`config.mk`:
```
export PLATFORM = sky130hd
export DESIGN_NAME = pipe_top
export DESIGN_NICKNAME = d
export VERILOG_FILES = /design/src/design/pipe_pkg.sv /design/src/design/decode_stage.sv /design/src/design/exec_stage.sv /design/src/design/hazard_ctrl.sv /design/src/design/mem_stage.sv /design/src/design/pipe_top.sv /design/src/design/reg_file.sv
export SDC_FILE = /design/constraint.sdc
export NUM_CORES = 2
export LEC_CHECK = 0
export BUFFER_PORTS_ARGS = -buffer_cell sky130_fd_sc_hd__buf_2
export CAP_MARGIN = 0
export CORE_AREA = 2 2 543 545
export CTS_BUF_LIST = sky130_fd_sc_hd__clkbuf_4 sky130_fd_sc_hd__clkbuf_8
export DETAILED_ROUTE_END_ITERATION = 7
export DIE_AREA = 0 0 545 547
export PLACE_DENSITY = 0.66
export SYNTH_ARGS = -nofsm -noshare
export SYNTH_HDL_FRONTEND = slang
export SYNTH_SLANG_ARGS = --single-unit
```
`constraint.sdc`:
```
create_clock -name clk -period 10.1 [get_ports clk]
set_clock_uncertainty 0.15 [all_clocks]
set_input_delay 1.01 -clock clk [delete_from_list [all_inputs] [get_ports clk]]
set_output_delay 1.01 -clock clk [all_outputs]
set_load 0.005 [all_outputs]
```
`src/design/pipe_pkg.sv`:
```
package pipe_pkg;

    localparam int DATA_WIDTH = 32;  // Operand and result width
    localparam int REG_NUM    = 16;
    localparam int REG_AW     = 4;   // log2 of REG_NUM
    localparam int ALU_OP_W   = 5;
    localparam int DMEM_AW    = 6;   // 64 data words

    // ALU function codes, codes 19 to 31 produce zero
    typedef enum logic [ALU_OP_W-1:0] {
        ALU_ADD    = 5'd0,
        ALU_SUB    = 5'd1,
        ALU_AND    = 5'd2,
        ALU_OR     = 5'd3,
        ALU_XOR    = 5'd4,
        ALU_NOR    = 5'd5,
        ALU_NAND   = 5'd6,
        ALU_SLL    = 5'd7,   // Shift amount from B[4:0]
        ALU_SRL    = 5'd8,
        ALU_SRA    = 5'd9,
        ALU_SLT    = 5'd10,
        ALU_SLTU   = 5'd11,
        ALU_PASS_A = 5'd12,
        ALU_PASS_B = 5'd13,
        ALU_NOT_A  = 5'd14,
        ALU_EQ     = 5'd15,
        ALU_NE     = 5'd16,
        ALU_INC_A  = 5'd17,
        ALU_DEC_A  = 5'd18
    } alu_op_t;

    // Operand source for the decode muxes
    typedef enum logic [1:0] {
        FWD_FILE = 2'd0,  // Register file value
        FWD_EX   = 2'd1,  // ALU result in execute register
        FWD_WB   = 2'd2   // Writeback data
    } fwd_sel_t;

endpackage

```
`src/design/decode_stage.sv`:
```
`timescale 1ns/1ps

module decode_stage (
    input  logic                              clk,
    input  logic                              rst_n,
    input  logic                              stall,
    input  logic                              op_valid,
    input  logic [pipe_pkg::ALU_OP_W-1:0]     op_alu,
    input  logic [pipe_pkg::REG_AW-1:0]       op_rd,
    input  logic [pipe_pkg::REG_AW-1:0]       op_rs1,
    input  logic [pipe_pkg::REG_AW-1:0]       op_rs2,
    input  logic [pipe_pkg::DATA_WIDTH-1:0]   op_imm,
    input  logic                              op_use_imm,
    input  logic                              op_load,
    input  logic                              op_store,
    input  logic [pipe_pkg::DATA_WIDTH-1:0]   file_a,
    input  logic [pipe_pkg::DATA_WIDTH-1:0]   file_b,
    input  logic [pipe_pkg::DATA_WIDTH-1:0]   ex_result,
    input  logic [pipe_pkg::DATA_WIDTH-1:0]   wb_data,
    input  pipe_pkg::fwd_sel_t                fwd_a_sel,
    input  pipe_pkg::fwd_sel_t                fwd_b_sel,
    output logic                              id_valid,
    output logic [pipe_pkg::REG_AW-1:0]       id_rs1,
    output logic [pipe_pkg::REG_AW-1:0]       id_rs2,
    output logic                              id_rs2_used,
    output logic [pipe_pkg::ALU_OP_W-1:0]     id_alu,
    output logic [pipe_pkg::REG_AW-1:0]       id_rd,
    output logic                              id_load,
    output logic                              id_store,
    output logic                              id_reg_write,
    output logic [pipe_pkg::DATA_WIDTH-1:0]   opnd_a,
    output logic [pipe_pkg::DATA_WIDTH-1:0]   opnd_b,
    output logic [pipe_pkg::DATA_WIDTH-1:0]   store_data
);
    import pipe_pkg::*;

    logic [DATA_WIDTH-1:0] id_imm;
    logic                  id_use_imm;
    logic [DATA_WIDTH-1:0] fwd_a;
    logic [DATA_WIDTH-1:0] fwd_b;

    // Register holds its op while stalled
    always_ff @(posedge clk or negedge rst_n) begin
        if (!rst_n) begin
            id_valid     <= 1'b0;
            id_load      <= 1'b0;
            id_store     <= 1'b0;
            id_reg_write <= 1'b0;
            id_rs2_used  <= 1'b0;
            id_rs1       <= '0;
            id_rs2       <= '0;
            id_rd        <= '0;
        end else if (!stall) begin
            id_valid     <= op_valid;
            id_load      <= op_valid && op_load;
            id_store     <= op_valid && op_store;
            id_reg_write <= op_valid && !op_store && (op_rd != '0);
            id_rs2_used  <= op_store || (!op_use_imm && !op_load);  // Store data is rs2
            id_rs1       <= op_rs1;
            id_rs2       <= op_rs2;
            id_rd        <= op_rd;
        end
    end

    always_ff @(posedge clk) begin
        if (!stall) begin
            id_alu     <= op_alu;
            id_imm     <= op_imm;
            id_use_imm <= op_use_imm;
        end
    end

    always_comb begin
        case (fwd_a_sel)
            FWD_EX:  fwd_a = ex_result;
            FWD_WB:  fwd_a = wb_data;
            default: fwd_a = file_a;
        endcase
        case (fwd_b_sel)
            FWD_EX:  fwd_b = ex_result;
            FWD_WB:  fwd_b = wb_data;
            default: fwd_b = file_b;
        endcase
    end

    assign opnd_a     = fwd_a;
    // Memory ops always take the offset
    assign opnd_b     = (id_use_imm || id_load || id_store) ? id_imm : fwd_b;
    assign store_data = fwd_b;

endmodule

```
`src/design/exec_stage.sv`:
```
`timescale 1ns/1ps

module exec_stage (
    input  logic                            clk,
    input  logic                            rst_n,
    input  logic                            ex_bubble,
    input  logic                            id_valid,
    input  logic [pipe_pkg::ALU_OP_W-1:0]   id_alu,
    input  logic [pipe_pkg::REG_AW-1:0]     id_rd,
    input  logic                            id_load,
    input  logic                            id_store,
    input  logic                            id_reg_write,
    input  logic [pipe_pkg::DATA_WIDTH-1:0] opnd_a,
    input  logic [pipe_pkg::DATA_WIDTH-1:0] opnd_b,
    input  logic [pipe_pkg::DATA_WIDTH-1:0] store_data,
    output logic                            ex_valid,
    output logic [pipe_pkg::DATA_WIDTH-1:0] ex_result,
    output logic [pipe_pkg::DATA_WIDTH-1:0] ex_store_data,
    output logic [pipe_pkg::REG_AW-1:0]     ex_rd,
    output logic                            ex_load,
    output logic                            ex_store,
    output logic                            ex_reg_write
);
    import pipe_pkg::*;

    localparam int SH_W = $clog2(DATA_WIDTH);

    logic [ALU_OP_W-1:0]   alu_sel;
    logic [DATA_WIDTH-1:0] alu_out;
    logic [SH_W-1:0]       shamt;

    assign alu_sel = (id_load || id_store) ? ALU_ADD : id_alu;  // Address = rs1 + imm
    assign shamt   = opnd_b[SH_W-1:0];

    always_comb begin
        case (alu_sel)
            ALU_ADD:    alu_out = opnd_a + opnd_b;
            ALU_SUB:    alu_out = opnd_a - opnd_b;
            ALU_AND:    alu_out = opnd_a & opnd_b;
            ALU_OR:     alu_out = opnd_a | opnd_b;
            ALU_XOR:    alu_out = opnd_a ^ opnd_b;
            ALU_NOR:    alu_out = ~(opnd_a | opnd_b);
            ALU_NAND:   alu_out = ~(opnd_a & opnd_b);
            ALU_SLL:    alu_out = opnd_a << shamt;
            ALU_SRL:    alu_out = opnd_a >> shamt;
            ALU_SRA:    alu_out = $signed(opnd_a) >>> shamt;
            ALU_SLT:    alu_out = {{(DATA_WIDTH-1){1'b0}}, $signed(opnd_a) < $signed(opnd_b)};
            ALU_SLTU:   alu_out = {{(DATA_WIDTH-1){1'b0}}, opnd_a < opnd_b};
            ALU_PASS_A: alu_out = opnd_a;
            ALU_PASS_B: alu_out = opnd_b;
            ALU_NOT_A:  alu_out = ~opnd_a;
            ALU_EQ:     alu_out = {{(DATA_WIDTH-1){1'b0}}, opnd_a == opnd_b};
            ALU_NE:     alu_out = {{(DATA_WIDTH-1){1'b0}}, opnd_a != opnd_b};
            ALU_INC_A:  alu_out = opnd_a + 1'b1;
            ALU_DEC_A:  alu_out = opnd_a - 1'b1;
            default:    alu_out = '0;  // Unused codes
        endcase
    end

    always_ff @(posedge clk or negedge rst_n) begin
        if (!rst_n) begin
            ex_valid     <= 1'b0;
            ex_load      <= 1'b0;
            ex_store     <= 1'b0;
            ex_reg_write <= 1'b0;
        end else begin
            ex_valid     <= id_valid && !ex_bubble;
            ex_load      <= id_load && !ex_bubble;
            ex_store     <= id_store && !ex_bubble;
            ex_reg_write <= id_reg_write && !ex_bubble;
        end
    end

    always_ff @(posedge clk) begin
        ex_result     <= alu_out;
        ex_store_data <= store_data;
        ex_rd         <= id_rd;
    end

endmodule

```
`src/design/hazard_ctrl.sv`:
```
`timescale 1ns/1ps

module hazard_ctrl (
    input  logic                        id_valid,
    input  logic [pipe_pkg::REG_AW-1:0] id_rs1,
    input  logic [pipe_pkg::REG_AW-1:0] id_rs2,
    input  logic                        id_rs2_used,
    input  logic                        ex_valid,
    input  logic                        ex_load,
    input  logic                        ex_reg_write,
    input  logic [pipe_pkg::REG_AW-1:0] ex_rd,
    input  logic                        wb_valid,
    input  logic [pipe_pkg::REG_AW-1:0] wb_rd,
    output logic                        stall,
    output logic                        ex_bubble,
    output pipe_pkg::fwd_sel_t          fwd_a_sel,
    output pipe_pkg::fwd_sel_t          fwd_b_sel
);
    import pipe_pkg::*;

    logic ex_fwd_ok;      // EX result already computed
    logic ex_ld_pending;  // EX holds a load, data not read yet
    logic load_use;

    // EX beats WB, WB beats the file
    function automatic fwd_sel_t pick_src(input logic ex_hit, input logic wb_hit);
        if (ex_hit)
            return FWD_EX;
        else if (wb_hit)
            return FWD_WB;
        else
            return FWD_FILE;
    endfunction

    assign ex_fwd_ok     = ex_valid && ex_reg_write && !ex_load;
    assign ex_ld_pending = ex_valid && ex_reg_write && ex_load;

    // rs1 is treated as always read
    assign load_use = id_valid && ex_ld_pending &&
                      ((ex_rd == id_rs1) || (id_rs2_used && (ex_rd == id_rs2)));

    assign stall     = load_use;
    assign ex_bubble = load_use;  // Load moves on, nothing enters EX

    // wb_valid already implies a register write to a nonzero rd
    assign fwd_a_sel = pick_src(ex_fwd_ok && (ex_rd == id_rs1), wb_valid && (wb_rd == id_rs1));
    assign fwd_b_sel = pick_src(ex_fwd_ok && (ex_rd == id_rs2), wb_valid && (wb_rd == id_rs2));

endmodule

```
`src/design/mem_stage.sv`:
```
`timescale 1ns/1ps

module mem_stage (
    input  logic                            clk,
    input  logic                            rst_n,
    input  logic                            ex_valid,
    input  logic [pipe_pkg::DATA_WIDTH-1:0] ex_result,
    input  logic [pipe_pkg::DATA_WIDTH-1:0] ex_store_data,
    input  logic [pipe_pkg::REG_AW-1:0]     ex_rd,
    input  logic                            ex_load,
    input  logic                            ex_store,
    input  logic                            ex_reg_write,
    output logic                            wb_valid,
    output logic [pipe_pkg::REG_AW-1:0]     wb_rd,
    output logic [pipe_pkg::DATA_WIDTH-1:0] wb_data
);
    import pipe_pkg::*;

    logic [DATA_WIDTH-1:0] dmem [2**DMEM_AW];
    logic [DMEM_AW-1:0]    mem_idx;
    logic [DATA_WIDTH-1:0] mem_q;     // Synchronous read data
    logic [DATA_WIDTH-1:0] wb_alu;
    logic                  wb_load;

    assign mem_idx = ex_result[DMEM_AW-1:0];  // Word index, upper bits ignored

    // Data memory, one read and one write per edge
    always_ff @(posedge clk) begin
        if (ex_valid && ex_store) begin
            dmem[mem_idx] <= ex_store_data;
        end
        mem_q <= dmem[mem_idx];
    end

    always_ff @(posedge clk or negedge rst_n) begin
        if (!rst_n) begin
            wb_valid <= 1'b0;
            wb_load  <= 1'b0;
        end else begin
            wb_valid <= ex_valid && ex_reg_write;
            wb_load  <= ex_valid && ex_load;
        end
    end

    always_ff @(posedge clk) begin
        wb_rd  <= ex_rd;
        wb_alu <= ex_result;
    end

    // Loads return the memory word
    assign wb_data = wb_load ? mem_q : wb_alu;

endmodule

```
`src/design/pipe_top.sv`:
```
`timescale 1ns/1ps

module pipe_top (
    input  logic                            clk,
    input  logic                            rst_n,
    input  logic                            op_valid,
    input  logic [pipe_pkg::ALU_OP_W-1:0]   op_alu,
    input  logic [pipe_pkg::REG_AW-1:0]     op_rd,
    input  logic [pipe_pkg::REG_AW-1:0]     op_rs1,
    input  logic [pipe_pkg::REG_AW-1:0]     op_rs2,
    input  logic [pipe_pkg::DATA_WIDTH-1:0] op_imm,
    input  logic                            op_use_imm,
    input  logic                            op_load,
    input  logic                            op_store,
    output logic                            stall,
    output logic                            wb_valid,
    output logic [pipe_pkg::REG_AW-1:0]     wb_rd,
    output logic [pipe_pkg::DATA_WIDTH-1:0] wb_data
);
    import pipe_pkg::*;

    // Decode stage outputs
    logic                  id_valid;
    logic [REG_AW-1:0]     id_rs1;
    logic [REG_AW-1:0]     id_rs2;
    logic                  id_rs2_used;
    logic [ALU_OP_W-1:0]   id_alu;
    logic [REG_AW-1:0]     id_rd;
    logic                  id_load;
    logic                  id_store;
    logic                  id_reg_write;
    logic [DATA_WIDTH-1:0] opnd_a;
    logic [DATA_WIDTH-1:0] opnd_b;
    logic [DATA_WIDTH-1:0] store_data;
    logic [DATA_WIDTH-1:0] file_a;
    logic [DATA_WIDTH-1:0] file_b;

    // Execute stage outputs
    logic                  ex_valid;
    logic [DATA_WIDTH-1:0] ex_result;
    logic [DATA_WIDTH-1:0] ex_store_data;
    logic [REG_AW-1:0]     ex_rd;
    logic                  ex_load;
    logic                  ex_store;
    logic                  ex_reg_write;

    logic                  ex_bubble;
    fwd_sel_t              fwd_a_sel;
    fwd_sel_t              fwd_b_sel;

    hazard_ctrl u_hazard (
        .id_valid(id_valid), .id_rs1(id_rs1), .id_rs2(id_rs2), .id_rs2_used(id_rs2_used),
        .ex_valid(ex_valid), .ex_load(ex_load), .ex_reg_write(ex_reg_write), .ex_rd(ex_rd),
        .wb_valid(wb_valid), .wb_rd(wb_rd),
        .stall(stall), .ex_bubble(ex_bubble), .fwd_a_sel(fwd_a_sel), .fwd_b_sel(fwd_b_sel)
    );

    // Written from writeback one edge after wb_valid shows
    reg_file u_regs (
        .clk(clk), .rst_n(rst_n),
        .wr_en(wb_valid), .wr_addr(wb_rd), .wr_data(wb_data),
        .rd_addr_a(id_rs1), .rd_addr_b(id_rs2),
        .rd_data_a(file_a), .rd_data_b(file_b)
    );

    decode_stage u_decode (
        .clk(clk), .rst_n(rst_n), .stall(stall),
        .op_valid(op_valid), .op_alu(op_alu), .op_rd(op_rd), .op_rs1(op_rs1),
        .op_rs2(op_rs2), .op_imm(op_imm), .op_use_imm(op_use_imm),
        .op_load(op_load), .op_store(op_store),
        .file_a(file_a), .file_b(file_b), .ex_result(ex_result), .wb_data(wb_data),
        .fwd_a_sel(fwd_a_sel), .fwd_b_sel(fwd_b_sel),
        .id_valid(id_valid), .id_rs1(id_rs1), .id_rs2(id_rs2), .id_rs2_used(id_rs2_used),
        .id_alu(id_alu), .id_rd(id_rd), .id_load(id_load), .id_store(id_store),
        .id_reg_write(id_reg_write),
        .opnd_a(opnd_a), .opnd_b(opnd_b), .store_data(store_data)
    );

    exec_stage u_exec (
        .clk(clk), .rst_n(rst_n), .ex_bubble(ex_bubble),
        .id_valid(id_valid), .id_alu(id_alu), .id_rd(id_rd), .id_load(id_load),
        .id_store(id_store), .id_reg_write(id_reg_write),
        .opnd_a(opnd_a), .opnd_b(opnd_b), .store_data(store_data),
        .ex_valid(ex_valid), .ex_result(ex_result), .ex_store_data(ex_store_data),
        .ex_rd(ex_rd), .ex_load(ex_load), .ex_store(ex_store), .ex_reg_write(ex_reg_write)
    );

    mem_stage u_mem (
        .clk(clk), .rst_n(rst_n),
        .ex_valid(ex_valid), .ex_result(ex_result), .ex_store_data(ex_store_data),
        .ex_rd(ex_rd), .ex_load(ex_load), .ex_store(ex_store), .ex_reg_write(ex_reg_write),
        .wb_valid(wb_valid), .wb_rd(wb_rd), .wb_data(wb_data)
    );

endmodule

```
`src/design/reg_file.sv`:
```
`timescale 1ns/1ps

module reg_file (
    input  logic                            clk,
    input  logic                            rst_n,
    input  logic                            wr_en,
    input  logic [pipe_pkg::REG_AW-1:0]     wr_addr,
    input  logic [pipe_pkg::DATA_WIDTH-1:0] wr_data,
    input  logic [pipe_pkg::REG_AW-1:0]     rd_addr_a,
    input  logic [pipe_pkg::REG_AW-1:0]     rd_addr_b,
    output logic [pipe_pkg::DATA_WIDTH-1:0] rd_data_a,
    output logic [pipe_pkg::DATA_WIDTH-1:0] rd_data_b
);
    import pipe_pkg::*;

    logic [DATA_WIDTH-1:0] regs [REG_NUM];

    always_ff @(posedge clk or negedge rst_n) begin
        if (!rst_n) begin
            for (int i = 0; i < REG_NUM; i++) begin
                regs[i] <= '0;
            end
        end else if (wr_en && (wr_addr != '0)) begin  // r0 stays zero
            regs[wr_addr] <= wr_data;
        end
    end

    // Asynchronous read ports
    assign rd_data_a = regs[rd_addr_a];
    assign rd_data_b = regs[rd_addr_b];

endmodule

```
Word level (Yosys, flattened, before mapping)
Memories as Yosys holds them, arrays and structs flattened. A register that Yosys moved wholly into a read port is not among the register bits.
Cells that the tools add are included.
- flip-flop bits (word level): 677
- RAM bits: 2048
- logic and storage cells: 146
- memories kept: 1
- memory list (name ; depth ; bits a word ; read ports ; clocked after Yosys merged registers in ; wr ports ; RTL line ; source):
    u_mem.dmem ; 64 ; 32 ; 1 ; 1 ; 1 ; mem_stage.sv:19 ; logic [DATA_WIDTH-1:0] dmem [2**DMEM_AW];
- reductions and logical operators: 36
- add/sub/neg operators: 4
- eq/ne operators: 28
- bitwise gates (word level): 9
- magnitude comparators: 6
- mux-type cells: 21
- shift-type cells: 3
- operator list (operator ; number):
    case mux 32 bit (19 select lines) ; 1
    bitwise mux 512 bit ; 1
    binary-select mux 32 bit (select 4 bit) ; 2
    two-way mux 32 bit ; 7
    demux 32 bit (select 4 bit) ; 1
    case mux 32 bit (2 select lines) ; 2
    inverter 32 bit ; 3
    less-than comparator 32 bit ; 2
    equality test 5 x 4 -> 1 bit (second input constant) ; 8
    adder 32 x 1 -> 32 bit (second input constant) ; 1
    adder 32 bit ; 1
    AND 32 bit ; 1
    equality test 32 bit ; 1
    inequality test 32 bit ; 1
    OR 32 bit ; 1
    << shifter 32 x 5 -> 32 bit ; 1
    right shift 32 x 5 -> 32 bit ; 1
    >>> shifter 32 x 5 -> 32 bit ; 1
    subtractor 32 x 1 -> 32 bit (second input constant) ; 1
    subtractor 32 bit ; 1
    bitwise XOR 32 bit ; 1
    logical AND 1 bit ; 23
    equality test 5 x 3 -> 1 bit (second input constant) ; 4
    equality test 4 bit ; 4
    other kinds (15) ; 37

Longest topological paths before layout
- depth after elaboration: 10
- depth in mapped cells: 33
- gate-level depth less buffers: 25

By module
A second synthesis with hierarchy kept.
- cell total of the unflattened synthesis: 8326
- area, all modules: 124463.1 µm²
- modules (own cells, without submodules) (module ; area an instance (µm²) ; seq. area each (µm²) ; cells each ; instances):
    mem_stage ; 81734.6 ; 62910.3 ; 4551 ; 1
    reg_file ; 26262.7 ; 12812.3 ; 1670 ; 1
    exec_stage ; 12423.2 ; 1461.4 ; 1684 ; 1
    decode_stage ; 3812.4 ; 1566.5 ; 391 ; 1
    hazard_ctrl ; 230.2 ; 0.0 ; 30 ; 1

Worst setup path before layout
No wires, ideal clock.
- path type: register to register
- start point: register u_decode.id_rs2[0] (netlist name)
- end point: register u_exec.ex_result[31] (netlist name)
- path slack: 3.145 ns
- setup time: 0.079 ns
- clock period less this slack: 6.955 ns
- stages on the path, launching flop included: 33
- arrival time: 6.725 ns
- cell sequence: dfrtp_1 buf_6 buf_8 buf_12 mux4_1 mux4_2 a211oi_1 o31a_1 buf_2 buf_2 buf_2 buf_2 ha_1 nand3_1 and4b_1 nand2_1 or4_1 buf_6 nor3_2 xnor2_1 a21oi_1 ha_1 a21o_1 a21oi_1 nor2b_1 o21ai_0 nand2b_1 a21oi_1 o311a_1 o21ai_0 o211ai_1 xnor3_1 o221ai_2
- cells in the longest elaborated chain, start to end: 10
- elaborated cells between the ends (all ways): 25
- those cells by class: 2 x add/sub; 4 x eq/ne; 3 x shift; 8 x mux; 6 x bitwise; 2 x reduce/logical
- ends and longest elaborated chain (what ; RTL line ; source):
    from (decl) ; decode_stage.sv:24 ; output logic [pipe_pkg::REG_AW-1:0] id_rs2,
    from (signal assigned) ; decode_stage.sv:60 ; id_rs2 <= op_rs2;
    equality test 4 bit ; hazard_ctrl.sv:47 ; assign fwd_b_sel = pick_src(ex_fwd_ok && (ex_rd == id_rs2), wb_valid && (wb_rd == id_rs2));
    logical AND 1 bit ; hazard_ctrl.sv:47 ;
    two-way mux 2 bit ; hazard_ctrl.sv:29 ; else if (wb_hit)
    two-way mux 2 bit ; hazard_ctrl.sv:27 ; if (ex_hit)
    equality test 2 bit or equality test 2 x 1 -> 1 bit (tied branches) ; decode_stage.sv:79 ; case (fwd_b_sel)
    case mux 32 bit (2 select lines) * ; decode_stage.sv:79 ;
    two-way mux 32 bit * ; decode_stage.sv:88 ; assign opnd_b = (id_use_imm || id_load || id_store) ? id_imm : fwd_b;
    branches (longest 2 deep; another with subtractor 32 bit) ; - ;
    case mux 32 bit (19 select lines) * ; exec_stage.sv:36 ; case (alu_sel)
    to (signal assigned) ; exec_stage.sv:75 ; ex_result <= alu_out;
    to (decl) ; exec_stage.sv:17 ; output logic [pipe_pkg::DATA_WIDTH-1:0] ex_result,
Mark *: on every way between the ends. The select of a mux whose other input is x is not followed.
A chain may end at the register's enable or synchronous reset.

Worst setup path after layout
- start point: register u_decode.id_rs2[0] (netlist name)
- end point: register u_exec.ex_result[30] (netlist name)
Same word-level chain as after synthesis.

==> metrics.md <==
| Metric | Value |
|---|---|
| Status | finished with violations |
| Failing checks | design-rule violations, max-capacitance violations, max-slew violations |
| Register area | 78800 sq um |
| Postcts setup bufs | 0 |
| Root Buffer | clkbuf_8 |
| Crit path buf inv count | 1 |
| Initial antenna violation count | 22 |
| Period utilisation layout | 0.828 |
| Met2 GRT Util | 0.384 |
| Commonest non-fill, non-tap cell in the layout | edfxtp_1 |
| Vias in the first global route | 75800 |
| CP Launch Type | register |
| Layer with the highest usage | met2 |
| Worst Hold Depth | 2 |
| Hold buffers post-CTS | 52 |
| RR Startpoint | u_decode.id_rs2[0]$_DFFE_PN0N_ |
| PwrDens | 253 nW/um^2 |
| Worst rel slew slack | -0.0431 |
| CP cell instances | buf_4 -> mux4_1 -> a22o_1 -> a221oi_2 -> a211oi_1 -> nor3_1 -> a22o_1 -> nor4b_2 -> nand2_1 -> xnor2_1 -> a21oi_1 -> ha_1 -> and3_1 -> nand3_1 -> a21oi_1 -> a221oi_1 -> nor3b_1 -> o31a_1 -> nor3_1 -> o22ai_1 -> o21ai_0 -> and4b_1 -> o21ai_0 -> nand4_1 |
| Core area | 293000 sq um |
| First-pass GRT wire length | 562 mm |
| Worst IR Drop VDD | 223 uV |
| Hold Crit Class | in -> reg |
| Kind of cell adding the most delay to the critical path | compound AO/OA/AOI/OAI gates |
| Top_reg_cell synth | edfxtp_1 |
| Area occupied by multi-input gates | 35300 sq um |
| Critical Path AT | 9.17 ns |
| CTS tree | built |
| Commonest non-fill, non-tap cells in the layout | edfxtp_1 (2086), a22oi_1 (802), a21oi_1 (656) |
| Post-synthesis sequential area ratio | 0.676 |
| Syn Nets | 8390 |
| Max Freq | 0.120 GHz |
| Cell Area, Synth | 117000 sq um |
| Slew Limit Fails | 2 |
| GRT overflow | 0 |
| First-pass DRT Iterations | 8 |
| Initial DRC count | 11700 |
| Yosys reg bits | 2757 |
| Hold Crit Endpoint | u_decode.id_rs2[0]$_DFFE_PN0N_ |
| Clk pin slew, worst setup/hold paths | 0.06 ns |
| RSZ-0062 raised after global routing | no |
| Grt met1 use | 0.352 |
| FF-to-FF setup slack | 1.73 ns |
| Library cells used by synthesis | 98 |
| Setup TNS | 0 ns |
| Placer Congestion | 1.04 |
| Largest net degree at the start of global routing | 112 |
| Die H | 547 um |
| Endpoint type of the worst setup path | register |
| Die ar. | 298000 sq um |
| Remaining DRCs | 16 |
| Met3 GRT Util | 0.0740 |
| Ports | 93 |
| Sink Count | 2757 |
| CP max-delay cell | dfrtp_4 |
| Final count of hold timing violations | 0 |
| Post-CTS Resized | 0 |
| Final Power | 33.3 mW |
| WP data required | 10.90 ns |
| Crit Path Category | reg -> reg |
| Final min period | 8.37 ns |
| P&R area growth vs syn | 13.0% |
| Vias | 79300 |
| Initial Utilization | 0.398 |
| Critical Path Fanout Max | 44 |
| R2R cell count | 24 |
| Synth Area per Inst | 14.2 sq um |
| Vias/cell | 6.26 |
| Fin nets | 8604 |
| Width of the die | 545 um |
| Clock buffer depth | 4 |
| R2R Path End | u_exec.ex_result[30]$_SDFF_PN0_ |
| Crit-path max cell delay | 0.96 ns |
| Slew @ Worst Pin | 1.53 ns |
| Cts bufs inserted | 431 |
| Share of cells above drive strength 1 | 0.184 |
| Antenna-violating nets left | 0 |
| Yosys warns | 0 |
| Cells after Synth | 8204 |
| Routed WL | 400 mm |
| # rows | 199 |
| Fillcell total | 25400 |
| Worst-Skew Late Latency | 1.14 ns |
| Worst Hold Launch | op_rs2[0] |
| DP HPWL | 240 mm |
| # port buffers | 92 |
| Pleak | 46.1 nW |
| Final setup vio count | 0 |
| Post-synth EDFFs | 2086 |
| Htree depth | 5 |
| Fraction of registers with async set/reset | 0.194 |
| Maxcap violations | 1 |
| WL per Instance | 31.5 um |
| Total track usage | 0.260 |
[layer usage]
layer	routed length (um)	vias to the layer above
li1	-	32900
met4	21500	16
met3	48900	867
met2	176000	5257
met5	108	-
met1	153000	40300
[cell usage after synthesis (24+ instances only)]
library cell / number / area [sq um]
a21o_1: 31 / 233
a22oi_1: 802 / 6020
dfxtp_1: 136 / 2720
nor3_1: 66 / 330
nor2_1: 577 / 2170
o21ai_0: 282 / 1410
a22o_1: 147 / 1290
nor2b_1: 24 / 150
buf_2: 53 / 265
dfrtp_1: 535 / 13400
a211oi_1: 35 / 263
a222oi_1: 33 / 330
a31oi_1: 145 / 907
buf_1: 61 / 229
xor2_1: 29 / 254
o221ai_1: 32 / 280
nand2_1: 422 / 1580
edfxtp_1: 2086 / 62600
mux2i_1: 177 / 1770
clkbuf_1: 534 / 2000
a221oi_1: 151 / 1320
nand4_1: 181 / 1130
nand3_1: 51 / 255
inv_1: 121 / 454
mux4_2: 276 / 6220
ha_1: 129 / 1610
xnor2_1: 63 / 552
a21oi_1: 656 / 3280
[worst max path at each step]
stage / start / endpoint / slack [ns] / cells after the start
finish: u_decode.id_rs2[0]$_DFFE_PN0N_ / u_exec.ex_result[30]$_SDFF_PN0_ / 1.73 / 24
detailed placement: u_decode.id_rs2[0]$_DFFE_PN0N_ / u_exec.ex_result[30]$_SDFF_PN0_ / 1.91 / 24
floorplan: u_decode.id_rs2[0]$_DFFE_PN0N_ / u_exec.ex_result[31]$_SDFF_PN0_ / 3.15 / 32
global placement: u_decode.id_rs2[0]$_DFFE_PN0N_ / u_exec.ex_result[30]$_SDFF_PN0_ / 1.98 / 24
global route: u_decode.id_rs2[0]$_DFFE_PN0N_ / u_exec.ex_result[30]$_SDFF_PN0_ / 1.26 / 24
CTS: u_decode.id_rs2[0]$_DFFE_PN0N_ / u_exec.ex_result[30]$_SDFF_PN0_ / 1.87 / 24
[power breakdown]
group	internal [mW]	switching (mW)	total [mW]
logic	2.72	6.77	9.49
registers	13.5	0.716	14.2
clock network	5.11	4.49	9.60
total	21.3	12.0	33.3
[stage by stage]
step	cells	util	cell area [sq um]	setup slack (ns)	hold slack, ns
finish	12700	0.450	132000	1.73	0.137
global route	12700	0.450	132000	1.26	0.0935
CTS	12700	0.450	132000	1.87	0.0305
detailed placement	11900	0.418	122000	1.91	0.227
global placement	11900	0.418	122000	1.98	0.228
floorplan	8204	-	117000	3.15	0.179
[state kept, by name, summed over array words and instances (netlist names), 4 cells and up]
register,count
u_decode.id_alu,5
u_decode.id_imm,32
u_decode.id_rd,4
u_decode.id_rs1,4
u_decode.id_rs2,4
u_exec.ex_rd,4
u_exec.ex_result,32
u_exec.ex_store_data,32
u_mem.dmem,2048
u_mem.mem_q,32
u_mem.wb_alu,32
u_mem.wb_rd,4
u_regs.regs,512
[cells by family after synthesis]
kind of cell,synth area share
compound gates,0.144
xor+xnor,0.00725
fa+ha+maj,0.0142
buf+inv,0.0275
flops,0.676
mux,0.0748
simple gates,0.0561
[area by class of cell]
type	count	area share
clock buffer	613	0.0573
antenna	6	0.000114
multi-input combinational	4652	0.268
sequential	2757	0.599
clock inverter	155	0.00889
tap	3919	0.0372
inverter	125	0.00356
timing repair buffer	451	0.0261
(Power assumes the default switching activity.)
